--- src/hdl/scrmbl_pkg.sv ---
`default_nettype none

package scrmbl_pkg;

  // datapath widths
  localparam int BlockWidth    = 64;
  localparam int KeyWidth      = 128;
  localparam int NumKeys       = 3;
  localparam int NumDigestSets = 2;
  localparam int SelWidth      = 2;
  localparam int RndIdxWidth   = 5;

  // scrambling keys, one per partition class
  localparam logic [KeyWidth-1:0] ScrmblKeys [NumKeys] = '{
    128'h7C3A_91E4_0F5B_D286_A1C9_3E70_5BD4_812F,
    128'hE05D_2B97_C641_8AF3_1D7E_9054_B2C8_6A3D,
    128'h49F1_A63C_D08E_5712_8B2D_F47A_0C96_E35B
  };

  // digest finalization constants
  localparam logic [KeyWidth-1:0] DigestConsts [NumDigestSets] = '{
    128'h9A2E_F513_64B8_0DC7_3F81_AE29_D750_6C14,
    128'h15C7_8D3A_E2F0_496B_70AD_5C1E_B386_F924
  };

  // digest initialization vectors
  localparam logic [BlockWidth-1:0] DigestIvs [NumDigestSets] = '{
    64'hB4E3_17A9_5C02_F86D,
    64'h2D90_6F4B_C8E1_3A75
  };

  // code 0 stays unused, it used to be decrypt
  typedef enum logic [2:0] {
    Encrypt        = 3'd1,
    LoadShadow     = 3'd2,
    Digest         = 3'd3,
    DigestInit     = 3'd4,
    DigestFinalize = 3'd5
  } scrmbl_cmd_e;

  typedef enum logic {
    StandardMode = 1'b0,
    ChainedMode  = 1'b1
  } digest_mode_e;

  typedef struct packed {
    scrmbl_cmd_e             cmd;
    digest_mode_e            mode;
    logic [SelWidth-1:0]     sel;
    logic [BlockWidth-1:0]   data;
  } scrmbl_req_t;

  // next value of the data state register
  typedef enum logic [1:0] {
    SelRndData,
    SelDigestState,
    SelRndDataXor,
    SelDataInput
  } data_sel_e;

  // next value of the key state register
  typedef enum logic [2:0] {
    SelRndKey,
    SelKeyInit,
    SelDigestConst,
    SelDigestInput,
    SelDigestChained
  } key_sel_e;

  typedef struct packed {
    data_sel_e              data_sel;
    key_sel_e               key_sel;
    logic                   data_en;
    logic                   key_en;
    logic                   digest_en;
    logic                   shadow_copy;
    logic                   shadow_load;
    logic                   digest_init;
    logic                   data_valid;
    logic [RndIdxWidth-1:0] round_idx;
  } dp_ctrl_t;

  // same 128 bits, either a cipher key or a two-word digest block
  typedef union packed {
    logic [KeyWidth-1:0] key;
    struct packed {
      logic [BlockWidth-1:0] hi;
      logic [BlockWidth-1:0] lo;
    } blk;
  } key_word_u;

endpackage

`default_nettype wire

--- src/hdl/otp_scrmbl.sv ---
`timescale 1ns/1ps
`default_nettype none

module otp_scrmbl
  import scrmbl_pkg::*;
#(
  parameter int NumRounds = 31
) (
  input  logic                  clk_i,
  input  logic                  rst_ni,
  input  scrmbl_req_t           req_i,
  input  logic                  valid_i,
  output logic                  ready_o,
  output logic [BlockWidth-1:0] data_o,
  output logic                  valid_o
);

  dp_ctrl_t              ctrl;
  logic [BlockWidth-1:0] data_state;
  logic [BlockWidth-1:0] rnd_data;
  key_word_u             key_state;
  key_word_u             rnd_key;

  // command decode and round sequencing
  scrmbl_fsm #(
    .NumRounds(NumRounds)
  ) u_fsm (
    .clk_i   (clk_i),
    .rst_ni  (rst_ni),
    .req_i   (req_i),
    .valid_i (valid_i),
    .ready_o (ready_o),
    .ctrl_o  (ctrl),
    .valid_o (valid_o)
  );

  // data, key, shadow and digest registers
  scrmbl_state_regs u_state_regs (
    .clk_i        (clk_i),
    .rst_ni       (rst_ni),
    .ctrl_i       (ctrl),
    .req_i        (req_i),
    .rnd_data_i   (rnd_data),
    .rnd_key_i    (rnd_key),
    .data_state_o (data_state),
    .key_state_o  (key_state),
    .data_o       (data_o)
  );

  // single combinational cipher round
  present_round #(
    .NumRounds(NumRounds)
  ) u_present_round (
    .data_i      (data_state),
    .key_i       (key_state),
    .round_idx_i (ctrl.round_idx),
    .data_o      (rnd_data),
    .key_o       (rnd_key)
  );

endmodule

`default_nettype wire

--- src/hdl/present_round.sv ---
`timescale 1ns/1ps
`default_nettype none

module present_round
  import scrmbl_pkg::*;
#(
  parameter int NumRounds = 31
) (
  input  logic [BlockWidth-1:0]  data_i,
  input  key_word_u              key_i,
  input  logic [RndIdxWidth-1:0] round_idx_i,
  output logic [BlockWidth-1:0]  data_o,
  output key_word_u              key_o
);

  // present s-box, entry 0 on the right
  localparam logic [15:0][3:0] Sbox4 = {
    4'h2, 4'h1, 4'h7, 4'h4, 4'h8, 4'hF, 4'hE, 4'h3,
    4'hD, 4'hA, 4'h0, 4'h9, 4'hB, 4'h6, 4'h5, 4'hC
  };

  localparam logic [RndIdxWidth-1:0] LastRound = RndIdxWidth'(NumRounds);

  // substitution on all 16 nibbles
  function automatic logic [BlockWidth-1:0] sbox_layer(input logic [BlockWidth-1:0] din);
    logic [BlockWidth-1:0] dout;
    for (int n = 0; n < BlockWidth / 4; n++) begin
      dout[4*n +: 4] = Sbox4[din[4*n +: 4]];
    end
    return dout;
  endfunction

  // bit i moves to 16*i mod 63, bit 63 stays
  function automatic logic [BlockWidth-1:0] perm_layer(input logic [BlockWidth-1:0] din);
    logic [BlockWidth-1:0] dout;
    for (int i = 0; i < BlockWidth - 1; i++) begin
      dout[(16 * i) % 63] = din[i];
    end
    dout[BlockWidth-1] = din[BlockWidth-1];
    return dout;
  endfunction

  // 128-bit key schedule step
  function automatic logic [KeyWidth-1:0] key_step(input logic [KeyWidth-1:0]    kin,
                                                   input logic [RndIdxWidth-1:0] idx);
    logic [KeyWidth-1:0] kout;
    // rotate left by 61
    kout = {kin[66:0], kin[127:67]};
    kout[127:124] = Sbox4[kout[127:124]];
    kout[123:120] = Sbox4[kout[123:120]];
    // round counter enters at bits 66..62
    kout[66:62] = kout[66:62] ^ idx;
    return kout;
  endfunction

  logic [BlockWidth-1:0] round_out;

  // add round key, then substitution and permutation
  assign round_out = perm_layer(sbox_layer(data_i ^ key_i.key[KeyWidth-1 -: BlockWidth]));

  assign key_o.key = key_step(key_i.key, round_idx_i);

  // final whitening with the next round key after the last round
  assign data_o = (round_idx_i == LastRound) ?
                  round_out ^ key_o.key[KeyWidth-1 -: BlockWidth] : round_out;

endmodule

`default_nettype wire

--- src/hdl/scrmbl_fsm.sv ---
`timescale 1ns/1ps
`default_nettype none

module scrmbl_fsm
  import scrmbl_pkg::*;
#(
  parameter int NumRounds = 31
) (
  input  logic        clk_i,
  input  logic        rst_ni,
  input  scrmbl_req_t req_i,
  input  logic        valid_i,
  output logic        ready_o,
  output dp_ctrl_t    ctrl_o,
  output logic        valid_o
);

  localparam logic [RndIdxWidth-1:0] LastRound = RndIdxWidth'(NumRounds);

  typedef enum logic [1:0] {
    IdleSt,
    EncryptSt,
    DigestSt
  } state_e;

  state_e                 state_d, state_q;
  logic [RndIdxWidth-1:0] rnd_cnt_d, rnd_cnt_q;
  digest_mode_e           mode_d, mode_q;
  logic                   valid_d, valid_q;

  assign valid_o = valid_q;

  always_comb begin : p_fsm
    state_d   = state_q;
    rnd_cnt_d = rnd_cnt_q;
    mode_d    = mode_q;
    valid_d   = 1'b0;
    ready_o   = 1'b0;

    // all enables off, data input and standard block as idle selection
    ctrl_o            = '0;
    ctrl_o.data_sel   = SelDataInput;
    ctrl_o.key_sel    = SelDigestInput;
    ctrl_o.round_idx  = rnd_cnt_q;
    ctrl_o.data_valid = valid_q;

    unique case (state_q)
      //////////////////////////////
      // idle, decode one command
      IdleSt: begin
        ready_o = 1'b1;
        if (valid_i) begin
          case (req_i.cmd)
            Encrypt: begin
              state_d        = EncryptSt;
              rnd_cnt_d      = RndIdxWidth'(1);
              ctrl_o.key_sel = SelKeyInit;
              ctrl_o.data_en = 1'b1;
              ctrl_o.key_en  = 1'b1;
            end
            LoadShadow: begin
              // chained mode reuses the last cipher result
              if (mode_q == ChainedMode) begin
                ctrl_o.shadow_copy = 1'b1;
              end else begin
                ctrl_o.shadow_load = 1'b1;
              end
            end
            Digest: begin
              state_d         = DigestSt;
              rnd_cnt_d       = RndIdxWidth'(1);
              ctrl_o.data_sel = SelDigestState;
              ctrl_o.key_sel  = (mode_q == ChainedMode) ? SelDigestChained : SelDigestInput;
              ctrl_o.data_en  = 1'b1;
              ctrl_o.key_en   = 1'b1;
            end
            DigestInit: begin
              mode_d             = req_i.mode;
              ctrl_o.digest_init = 1'b1;
              ctrl_o.digest_en   = 1'b1;
            end
            DigestFinalize: begin
              state_d         = DigestSt;
              rnd_cnt_d       = RndIdxWidth'(1);
              ctrl_o.data_sel = SelDigestState;
              ctrl_o.key_sel  = SelDigestConst;
              ctrl_o.data_en  = 1'b1;
              ctrl_o.key_en   = 1'b1;
              mode_d          = StandardMode;
            end
            default: ;
          endcase
        end
      end
      //////////////////////////////
      // cipher rounds, shared by encrypt and digest
      EncryptSt, DigestSt: begin
        ctrl_o.data_sel = SelRndData;
        ctrl_o.key_sel  = SelRndKey;
        ctrl_o.data_en  = 1'b1;
        ctrl_o.key_en   = 1'b1;
        if (rnd_cnt_q == LastRound) begin
          state_d = IdleSt;
          valid_d = 1'b1;
          // davies-meyer feed-forward, kept apart from the data state
          if (state_q == DigestSt) begin
            ctrl_o.data_sel  = SelRndDataXor;
            ctrl_o.digest_en = 1'b1;
          end
        end else begin
          rnd_cnt_d = rnd_cnt_q + RndIdxWidth'(1);
        end
      end
      default: begin
        state_d = IdleSt;
      end
    endcase
  end

  always_ff @(posedge clk_i or negedge rst_ni) begin : p_regs
    if (!rst_ni) begin
      state_q   <= IdleSt;
      rnd_cnt_q <= '0;
      mode_q    <= StandardMode;
      valid_q   <= 1'b0;
    end else begin
      state_q   <= state_d;
      rnd_cnt_q <= rnd_cnt_d;
      mode_q    <= mode_d;
      valid_q   <= valid_d;
    end
  end

  // round index has to fit the 5-bit key schedule counter
  num_rounds_range_a : assert property (@(posedge clk_i) disable iff (!rst_ni)
    (NumRounds >= 1) && (NumRounds <= 31));

  // only existing keys may be picked
  enc_key_sel_a : assert property (@(posedge clk_i) disable iff (!rst_ni)
    (valid_i && ready_o && req_i.cmd == Encrypt) |-> (req_i.sel < NumKeys));

  // busy for all rounds, then one result pulse
  enc_latency_a : assert property (@(posedge clk_i) disable iff (!rst_ni)
    (valid_i && ready_o && req_i.cmd == Encrypt)
    |=> !ready_o [*NumRounds] ##1 (valid_o && ready_o));

endmodule

`default_nettype wire

--- src/hdl/scrmbl_state_regs.sv ---
`timescale 1ns/1ps
`default_nettype none

module scrmbl_state_regs
  import scrmbl_pkg::*;
(
  input  logic                  clk_i,
  input  logic                  rst_ni,
  input  dp_ctrl_t              ctrl_i,
  input  scrmbl_req_t           req_i,
  input  logic [BlockWidth-1:0] rnd_data_i,
  input  key_word_u             rnd_key_i,
  output logic [BlockWidth-1:0] data_state_o,
  output key_word_u             key_state_o,
  output logic [BlockWidth-1:0] data_o
);

  // tables padded to the full sel range, unused slots read zero
  localparam int NumSel = 2**SelWidth;

  logic [KeyWidth-1:0]   key_lut   [NumSel];
  logic [KeyWidth-1:0]   const_lut [NumSel];
  logic [BlockWidth-1:0] iv_lut    [NumSel];

  logic [BlockWidth-1:0] data_state_d, data_state_q;
  logic [BlockWidth-1:0] shadow_q;
  logic [BlockWidth-1:0] digest_state_d, digest_state_q;
  logic [BlockWidth-1:0] dm_xor;
  key_word_u             key_state_d, key_state_q;

  ////////////////////////////
  // constant lookup
  always_comb begin : p_luts
    for (int k = 0; k < NumSel; k++) begin
      key_lut[k]   = '0;
      const_lut[k] = '0;
      iv_lut[k]    = '0;
    end
    for (int k = 0; k < NumKeys; k++) begin
      key_lut[k] = ScrmblKeys[k];
    end
    for (int k = 0; k < NumDigestSets; k++) begin
      const_lut[k] = DigestConsts[k];
      iv_lut[k]    = DigestIvs[k];
    end
  end

  ////////////////////////////
  // next-state selection

  // davies-meyer, cipher output xor chaining value
  assign dm_xor = rnd_data_i ^ digest_state_q;

  always_comb begin : p_data_mux
    unique case (ctrl_i.data_sel)
      SelRndData:     data_state_d = rnd_data_i;
      SelDigestState: data_state_d = digest_state_q;
      SelRndDataXor:  data_state_d = dm_xor;
      default:        data_state_d = req_i.data;
    endcase
  end

  always_comb begin : p_key_mux
    key_state_d = rnd_key_i;
    unique case (ctrl_i.key_sel)
      SelRndKey: begin
        key_state_d = rnd_key_i;
      end
      SelKeyInit: begin
        key_state_d.key = key_lut[req_i.sel];
      end
      SelDigestConst: begin
        key_state_d.key = const_lut[req_i.sel];
      end
      SelDigestChained: begin
        // last cipher result on top of the shadow word
        key_state_d.blk.hi = data_state_q;
        key_state_d.blk.lo = shadow_q;
      end
      default: begin
        // standard block, new input word on top of the shadow word
        key_state_d.blk.hi = req_i.data;
        key_state_d.blk.lo = shadow_q;
      end
    endcase
  end

  // iv on digest init, else the updated chaining value
  assign digest_state_d = ctrl_i.digest_init ? iv_lut[req_i.sel] : dm_xor;

  ////////////////////////////
  // working registers
  always_ff @(posedge clk_i or negedge rst_ni) begin : p_regs
    if (!rst_ni) begin
      data_state_q   <= '0;
      key_state_q    <= '0;
      shadow_q       <= '0;
      digest_state_q <= '0;
    end else begin
      if (ctrl_i.data_en) begin
        data_state_q <= data_state_d;
      end
      if (ctrl_i.key_en) begin
        key_state_q <= key_state_d;
      end
      if (ctrl_i.shadow_copy) begin
        shadow_q <= data_state_q;
      end else if (ctrl_i.shadow_load) begin
        shadow_q <= req_i.data;
      end
      if (ctrl_i.digest_en) begin
        digest_state_q <= digest_state_d;
      end
    end
  end

  assign data_state_o = data_state_q;
  assign key_state_o  = key_state_q;

  // result visible during the valid pulse only
  assign data_o = ctrl_i.data_valid ? data_state_q : '0;

  // finalization constant has to exist for the requested set
  digest_const_sel_a : assert property (@(posedge clk_i) disable iff (!rst_ni)
    (ctrl_i.key_en && ctrl_i.key_sel == SelDigestConst) |-> (req_i.sel < NumDigestSets));

endmodule

`default_nettype wire

--- config.mk ---
export PLATFORM = sky130hd
export DESIGN_NAME = otp_scrmbl
export DESIGN_NICKNAME = d
export VERILOG_FILES = /design/src/hdl/scrmbl_pkg.sv /design/src/hdl/otp_scrmbl.sv /design/src/hdl/present_round.sv /design/src/hdl/scrmbl_fsm.sv /design/src/hdl/scrmbl_state_regs.sv
export SDC_FILE = /design/constraint.sdc
export NUM_CORES = 1
export LEC_CHECK = 0
export BUFFER_PORTS_ARGS = -buffer_cell sky130_fd_sc_hd__buf_2
export CAP_MARGIN = 10
export CORE_UTILIZATION = 35
export CTS_CLUSTER_DIAMETER = 150
export DETAILED_ROUTE_END_ITERATION = 12
export SYNTH_ARGS = -nofsm -noshare
export SYNTH_HDL_FRONTEND = slang
export SYNTH_SLANG_ARGS = --single-unit
--- constraint.sdc ---
create_clock -name clk_i -period 3.2 [get_ports clk_i]
set_input_delay 0.16 -clock clk_i [delete_from_list [all_inputs] [get_ports clk_i]]
set_output_delay 0.16 -clock clk_i [all_outputs]
set_load 0.05 [all_outputs]
---- After elaboration in Yosys (flattened, before gate mapping) ----
Memory sizes are Yosys's and may differ from the RTL's.
Index checks and enable logic that the tools add are counted.
operators by class
  order comparisons ....................... 19
  eq/ne operators ......................... 18
  muxes and demuxes ....................... 60
  bitwise gates (word level) .............. 5
  $add $sub $neg .......................... 1
  reductions and logical operators ........ 12
operators with widths
  operator              number
  $bmux W128 S2         2
  $mux W128             4
  $pmux W128 S4         1
  $mux W64              7
  $pmux W64 S3          1
  $xor A64 B64 Y64      3
  $bmux W64 S2          1
  $lt A4 B5 Y1 const B  18
  $mux W4               18
  $pmux W8 S2           1
  $mux W5               3
  $pmux W5 S3           1
  $mux W2               6
  $mux W11              1
  $pmux W5 S2           1
  $eq A3 B2 Y1 const B  3
  $eq A3 B3 Y1 const B  3
  $mux W1               8
  $pmux W2 S2           2
  $eq A3 B1 Y1 const B  2
  $mux W3               2
  $ne A2 B2 Y1 const B  3
  $reduce_and A3 Y1     2
  $reduce_bool A2 Y1    3
  other kinds (15)      19
storage, ports and cells
  memories kept ........................... 18
  register bits after elaboration ......... 329
  memory bits (read-only) ................. 1,152
  output and inout bits ................... 66
  word-level logic and storage cells ...... 141
  bits of input ports ..................... 73
memories
  memory           depth  width  read ports  clocked after Yosys merged registers in  write ports  RTL line             text
  (no name shown)  16     4      1           0                                        0            present_round.sv:28  dout[4*n +: 4] = Sbox4[din[4*n +: 4]];
  (no name shown)  16     4      1           0                                        0            present_round.sv:28
  (no name shown)  16     4      1           0                                        0            present_round.sv:28
  (no name shown)  16     4      1           0                                        0            present_round.sv:28
  (no name shown)  16     4      1           0                                        0            present_round.sv:28
  (no name shown)  16     4      1           0                                        0            present_round.sv:28
  +12 memories     n/a    n/a    n/a         n/a                                      n/a          n/a

---- Logic depth before layout (Yosys ltp) ----
  depth in word-level cells ............... 7
  mapped depth ............................ 12
  depth with buffers taken out ............ 9

---- Hierarchy ----
A second synthesis with hierarchy kept.
unflattened totals
  cell total of the unflattened synthesis .. 2,714
  area total of the unflattened synthesis .. 24,542.3 um2
by module, submodules not included
  module             sequential area each (um2)  area each (um2)  cells an instance  instances
  scrmbl_state_regs  8,007.7                     18,413.9         1,999              1
  present_round      0.0                         5,461.5          638                1
  scrmbl_fsm         225.2                       666.9            77                 1

---- Worst setup path before layout ----
Ideal clock, no wire load.
  path type ............................... reg2reg
  start point ............................. reg u_fsm.state_q[0]
  end point ............................... reg u_state_regs.data_state_q[40], in the netlist u_state_regs.data_state_o[40]
  setup time .............................. 124 ps
  clock period less this slack ............ 2,555 ps
  data arrival time ....................... 2,431 ps
  cell stages (with the launch flop) ...... 11
  setup slack ............................. 645 ps
  buffers on the path ..................... 3
  data required time ...................... 3,076 ps
  cells stage by stage .................... dfrtp_1 -> inv_1 -> ha_1 -> buf_2 -> inv_1 -> o211ai_2 -> clkbuf_1 -> clkbuf_1 -> a21oi_1 -> a21oi_1 -> a21oi_1
between the ends
  word-level cells in the longest chain between the ends .. 6
  elaborated cells on any way between the ends .. 11
  classes of those cells .................. eq/ne: 4; mux: 4; reduce/logical: 3
ends and longest elaborated chain
  what                                        RTL line                             text
  from (decl)                                 scrmbl_fsm.sv:26                     state_e state_d, state_q;
  from (signal assigned)                      scrmbl_fsm.sv:122                    state_q <= IdleSt;
  from (signal assigned)                      scrmbl_fsm.sv:127                    state_q <= state_d;
  $eq A2 B2 Y1                                scrmbl_fsm.sv:47, scrmbl_fsm.sv:106
  $mux W2                                     scrmbl_fsm.sv:106                    if (state_q == DigestSt) begin
  $mux W2                                     scrmbl_fsm.sv:102                    if (rnd_cnt_q == LastRound) begin
  $pmux W8 S2 *                               scrmbl_fsm.sv:47                     unique case (state_q)
  $eq A2 B2 Y1, or another cell as far along  scrmbl_state_regs.sv:55              unique case (ctrl_i.data_sel)
  $pmux W64 S3                                scrmbl_state_regs.sv:55
  to (signal assigned)                        scrmbl_state_regs.sv:101             data_state_q <= data_state_d;
  to (decl)                                   scrmbl_state_regs.sv:25              logic [BlockWidth-1:0] data_state_d, data_state_q;
Mark *: on every way between the ends. The rest lies on a longest branch, timed or not.
A chain may end at the register's enable or synchronous reset.

---- Final worst setup path ----
  start point ............................. reg u_fsm.rnd_cnt_q[0]
  end point ............................... reg u_state_regs.data_state_q[7], in the netlist u_state_regs.data_state_o[7]
between the ends
  word-level cells in the longest chain between the ends .. 5
  elaborated cells on any way between the ends .. 9
  classes of those cells .................. eq/ne: 3; mux: 4; bitwise: 1; reduce/logical: 1
ends and longest elaborated chain
  what                                        RTL line                                text
  from (decl)                                 scrmbl_fsm.sv:27                        logic [RndIdxWidth-1:0] rnd_cnt_d, rnd_cnt_q;
  from (signal assigned)                      scrmbl_fsm.sv:128                       rnd_cnt_q <= rnd_cnt_d;
  $eq A5 B5 Y1 *                              present_round.sv:64, scrmbl_fsm.sv:102
  $mux W2                                     scrmbl_fsm.sv:102
  $pmux W8 S2                                 scrmbl_fsm.sv:47
  $eq A2 B2 Y1, or another cell as far along  scrmbl_state_regs.sv:55
  $pmux W64 S3 *                              scrmbl_state_regs.sv:55
Marks and branches as above.

==> metrics.md <==
| Metric | Value |
|---|---|
| Vias per std cell | 6.05 |
| Die Area | 0.0649 mm^2 |
| Post-synth EDFFs | 0 |
| Site row count | 92 |
| Hold Path Depth | 3 |
| H-tree depth | 2 |
| Top-area cell type share of the netlist area | 0.368 |
| Crit share post-route | 0.950 |
| Worst setup SP type | flop |
| Worst-Skew Late Latency | 600 ps |
| Initial DRC count | 2,622 |
| Post-Layout Cell Count | 3,513 |
| Final instance area | 0.0263 mm^2 |
| Sequential area share after synthesis | 0.368 |
| Max-slew headroom | 0.241 |
| Reg-to-reg endpoint | u_state_regs.data_state_o[7]$_DFFE_PN0P_ |
| Status | complete, no violations |
| CTS sink cnt | 329 |
| Clock skew | 31.0 ps |
| Cell taking the most area after synthesis | dfrtp_1 |
| Drc violations | 0 |
| Synth top area cells | dfrtp_1, a21oi_1, ha_1, mux2i_1, nand2_1 |
| Maximum clock path buffer count | 3 |
| CP Class | flop to flop |
| Largest net degree at the start of global routing | 129 |
| Most common cell in the netlist | dfrtp_1 |
| Overflow after GRT | 0 |
| Die width | 255 um |
| Post-synth top cells | dfrtp_1, a21oi_1, nand2_1 |
| Final wirelength | 91,200 um |
| Routability cong. | 0.924 |
| Hold_sp | valid_i |
| Setup violations, final | 0 |
| Footprint of the multi-input gates | 0.0131 mm^2 |
| Hold Crit Class | input pin to flop |
| FF/Latch Area | 0.00824 mm^2 |
| Dpl hpwl | 62,400 um |
| Crit. End Element | flop |
| Post-CTS repair timing setup buffer count | 0 |
| Initial antenna violation count | 0 |
| Routed len/inst | 25.9 um |
| Root buffer cell | clkbuf_16 |
| Worst Path Max Fanout | 43 |
| Reg2Reg Depth | 10 |
| DP Area | 0.0243 mm^2 |
| Ys flop type | dfrtp_1 |
| Worst-path clk slew | 60 ps |
| Layout cells sized above 1 | 0.143 |
| Area delta synth->final | 17.7% |
| Post-synthesis average cell area | 9.01 um^2 |
| Worst hold path endpoint | u_fsm.mode_q$_DFFE_PN0P_ |
| Critical Path RT | 3650 ps |
| Clock tree from TritonCTS | done |
| Initial Util | 0.355 |
| Reg2reg start | u_fsm.rnd_cnt_q[0]$_DFFE_PN0P_ |
| Yosys cell types | 76 |
| Minimum clock period | 3040 ps |
| Final hold violation count | 0 |
| Die Y | 255 um |
| Worst Tran Pin Value | 1140 ps |
| Maxcap violations | 0 |
| Async set or reset register ratio after synthesis | 1.00 |
| Drt pass-1 iters | 6 |
| # nets final | 2,807 |
| Vias | 21,254 |
| F_max | 329 MHz |
| Post-Syn Instances | 2,484 |
| I/O pins | 139 |
| Number of global-route vias before repair | 20,794 |
| Ys Warns | 0 |
| GRT Overall Usage | 0.278 |
| CP Data Arrival Time | 3500 ps |
| First-pass GRT wire length | 135,000 um |
| Reg2Reg Setup Slack | 160 ps |
| Post-route ant nets | 0 |
| PostCTS Resize Cnt | 0 |
| Total CTS buffers | 41 |
| Mapped Nets | 2,657 |
| Synthesized flop and latch total | 329 |
| Syn Std Cell Area | 0.0224 mm^2 |
| Max Slew Vio Count | 0 |
| Fill count | 6,344 |
| Port bufs | 138 |
| RSZ-0062 raised after global routing | no |
| TNS Setup | 0 ps |
| Core area | 0.0631 mm^2 |
| Placed instance count | 3,371 |
[logic make-up (layout without fill, tap and decap cells)]
family | count (synthesis) | count (layout) | share of synthesized area
AO/OA/AOI/OAI | 895 | 895 | 0.250
XOR/XNOR | 154 | 154 | 0.0708
adder cells (fa/ha/maj) | 100 | 100 | 0.0559
buffers and inverters | 265 | 447 | 0.0506
flip-flops | 329 | 329 | 0.368
multiplexers | 144 | 144 | 0.0836
other | 0 | 1 | 0
AND/OR/NAND/NOR | 597 | 597 | 0.121
[per-layer routing]
metal	vias up	track usage	wire length, um
li1	9305	-	-
met1	10486	0.363	36300
met2	1157	0.434	40800
met3	306	0.0513	8490
met4	0	0.158	5510
met5	-	0	0
[worst max-delay path: stages (launching register included)]
cell and delay, ps:
dfrtp_1 430, ha_1 190, and3_1 160, ha_2 330
buf_12 270, nand2_1 180, xor2_1 200, xnor2_2 500
a211o_1 170, a31oi_1 90, a221o_1 290
[state kept, by name, summed over array words and instances (netlist names)]
name and count:
u_state_regs.data_state_o 64, u_fsm.valid_o 1, u_fsm.rnd_cnt_q 5, u_state_regs.key_state_o 128, u_fsm.mode_q 1, u_state_regs.shadow_q 64, u_state_regs.digest_state_q 64, u_fsm.state_q 2
[placed cells by master, fill, tap and decap left out, types with 75 or more instances in the layout]
cell and count:
a21oi_1 312, a221oi_1 88, buf_2 137, dfrtp_1 327, ha_1 99, inv_1 78, mux2i_1 108, nand2_1 277
nor2_1 157, o21ai_0 136, o21ai_1 88, xnor2_1 75
[what timing repair did]
action	4_1_cts	5_1_grt
endpoints found under the setup margin	0	0
hold endpoints to repair	236	0
hold buffers	66	0
[area by class of cell]
| cell class | count | area share |
|---|---|---|
| Sequential cell | 329 | 0.313 |
| Antenna cell | 1 | 0.0000951 |
| Inverter | 79 | 0.0113 |
| Tap cell | 846 | 0.0402 |
| Clock buffer | 63 | 0.0444 |
| Clock inverter | 12 | 0.00542 |
| Timing Repair Buffer | 293 | 0.0885 |
| Multi-Input combinational cell | 1890 | 0.497 |
[worst max path at each step]
stage,slack (ps),cells past startpoint,startpoint,end
6_report,160,10,u_fsm.rnd_cnt_q[0]$_DFFE_PN0P_,u_state_regs.data_state_o[7]$_DFFE_PN0P_
5_1_grt,80,10,u_fsm.rnd_cnt_q[0]$_DFFE_PN0P_,u_state_regs.data_state_o[7]$_DFFE_PN0P_
4_1_cts,270,10,u_fsm.rnd_cnt_q[0]$_DFFE_PN0P_,u_state_regs.data_state_o[7]$_DFFE_PN0P_
3_5_place_dp,290,10,u_fsm.rnd_cnt_q[0]$_DFFE_PN0P_,u_state_regs.data_state_o[7]$_DFFE_PN0P_
3_3_place_gp,320,8,u_fsm.state_q[0]$_DFFE_PN0P_,u_state_regs.key_state_o[18]$_DFFE_PN0P_
2_1_floorplan,640,10,u_fsm.state_q[0]$_DFFE_PN0P_,u_state_regs.data_state_o[40]$_DFFE_PN0P_
[through the flow]
step | hold WS (ps) | worst slack (ps) | utilization
finish | 118 | 158 | 0.417
detailed placement | 212 | 292 | 0.386
CTS | 110 | 274 | 0.417
global route | 151 | 83.4 | 0.417
global placement | 210 | 324 | 0.386
floorplan | -136 | 645 | -
Power is not shown: default switching activity piles up to over one toggle a cycle in this logic, so the estimate is an artifact.
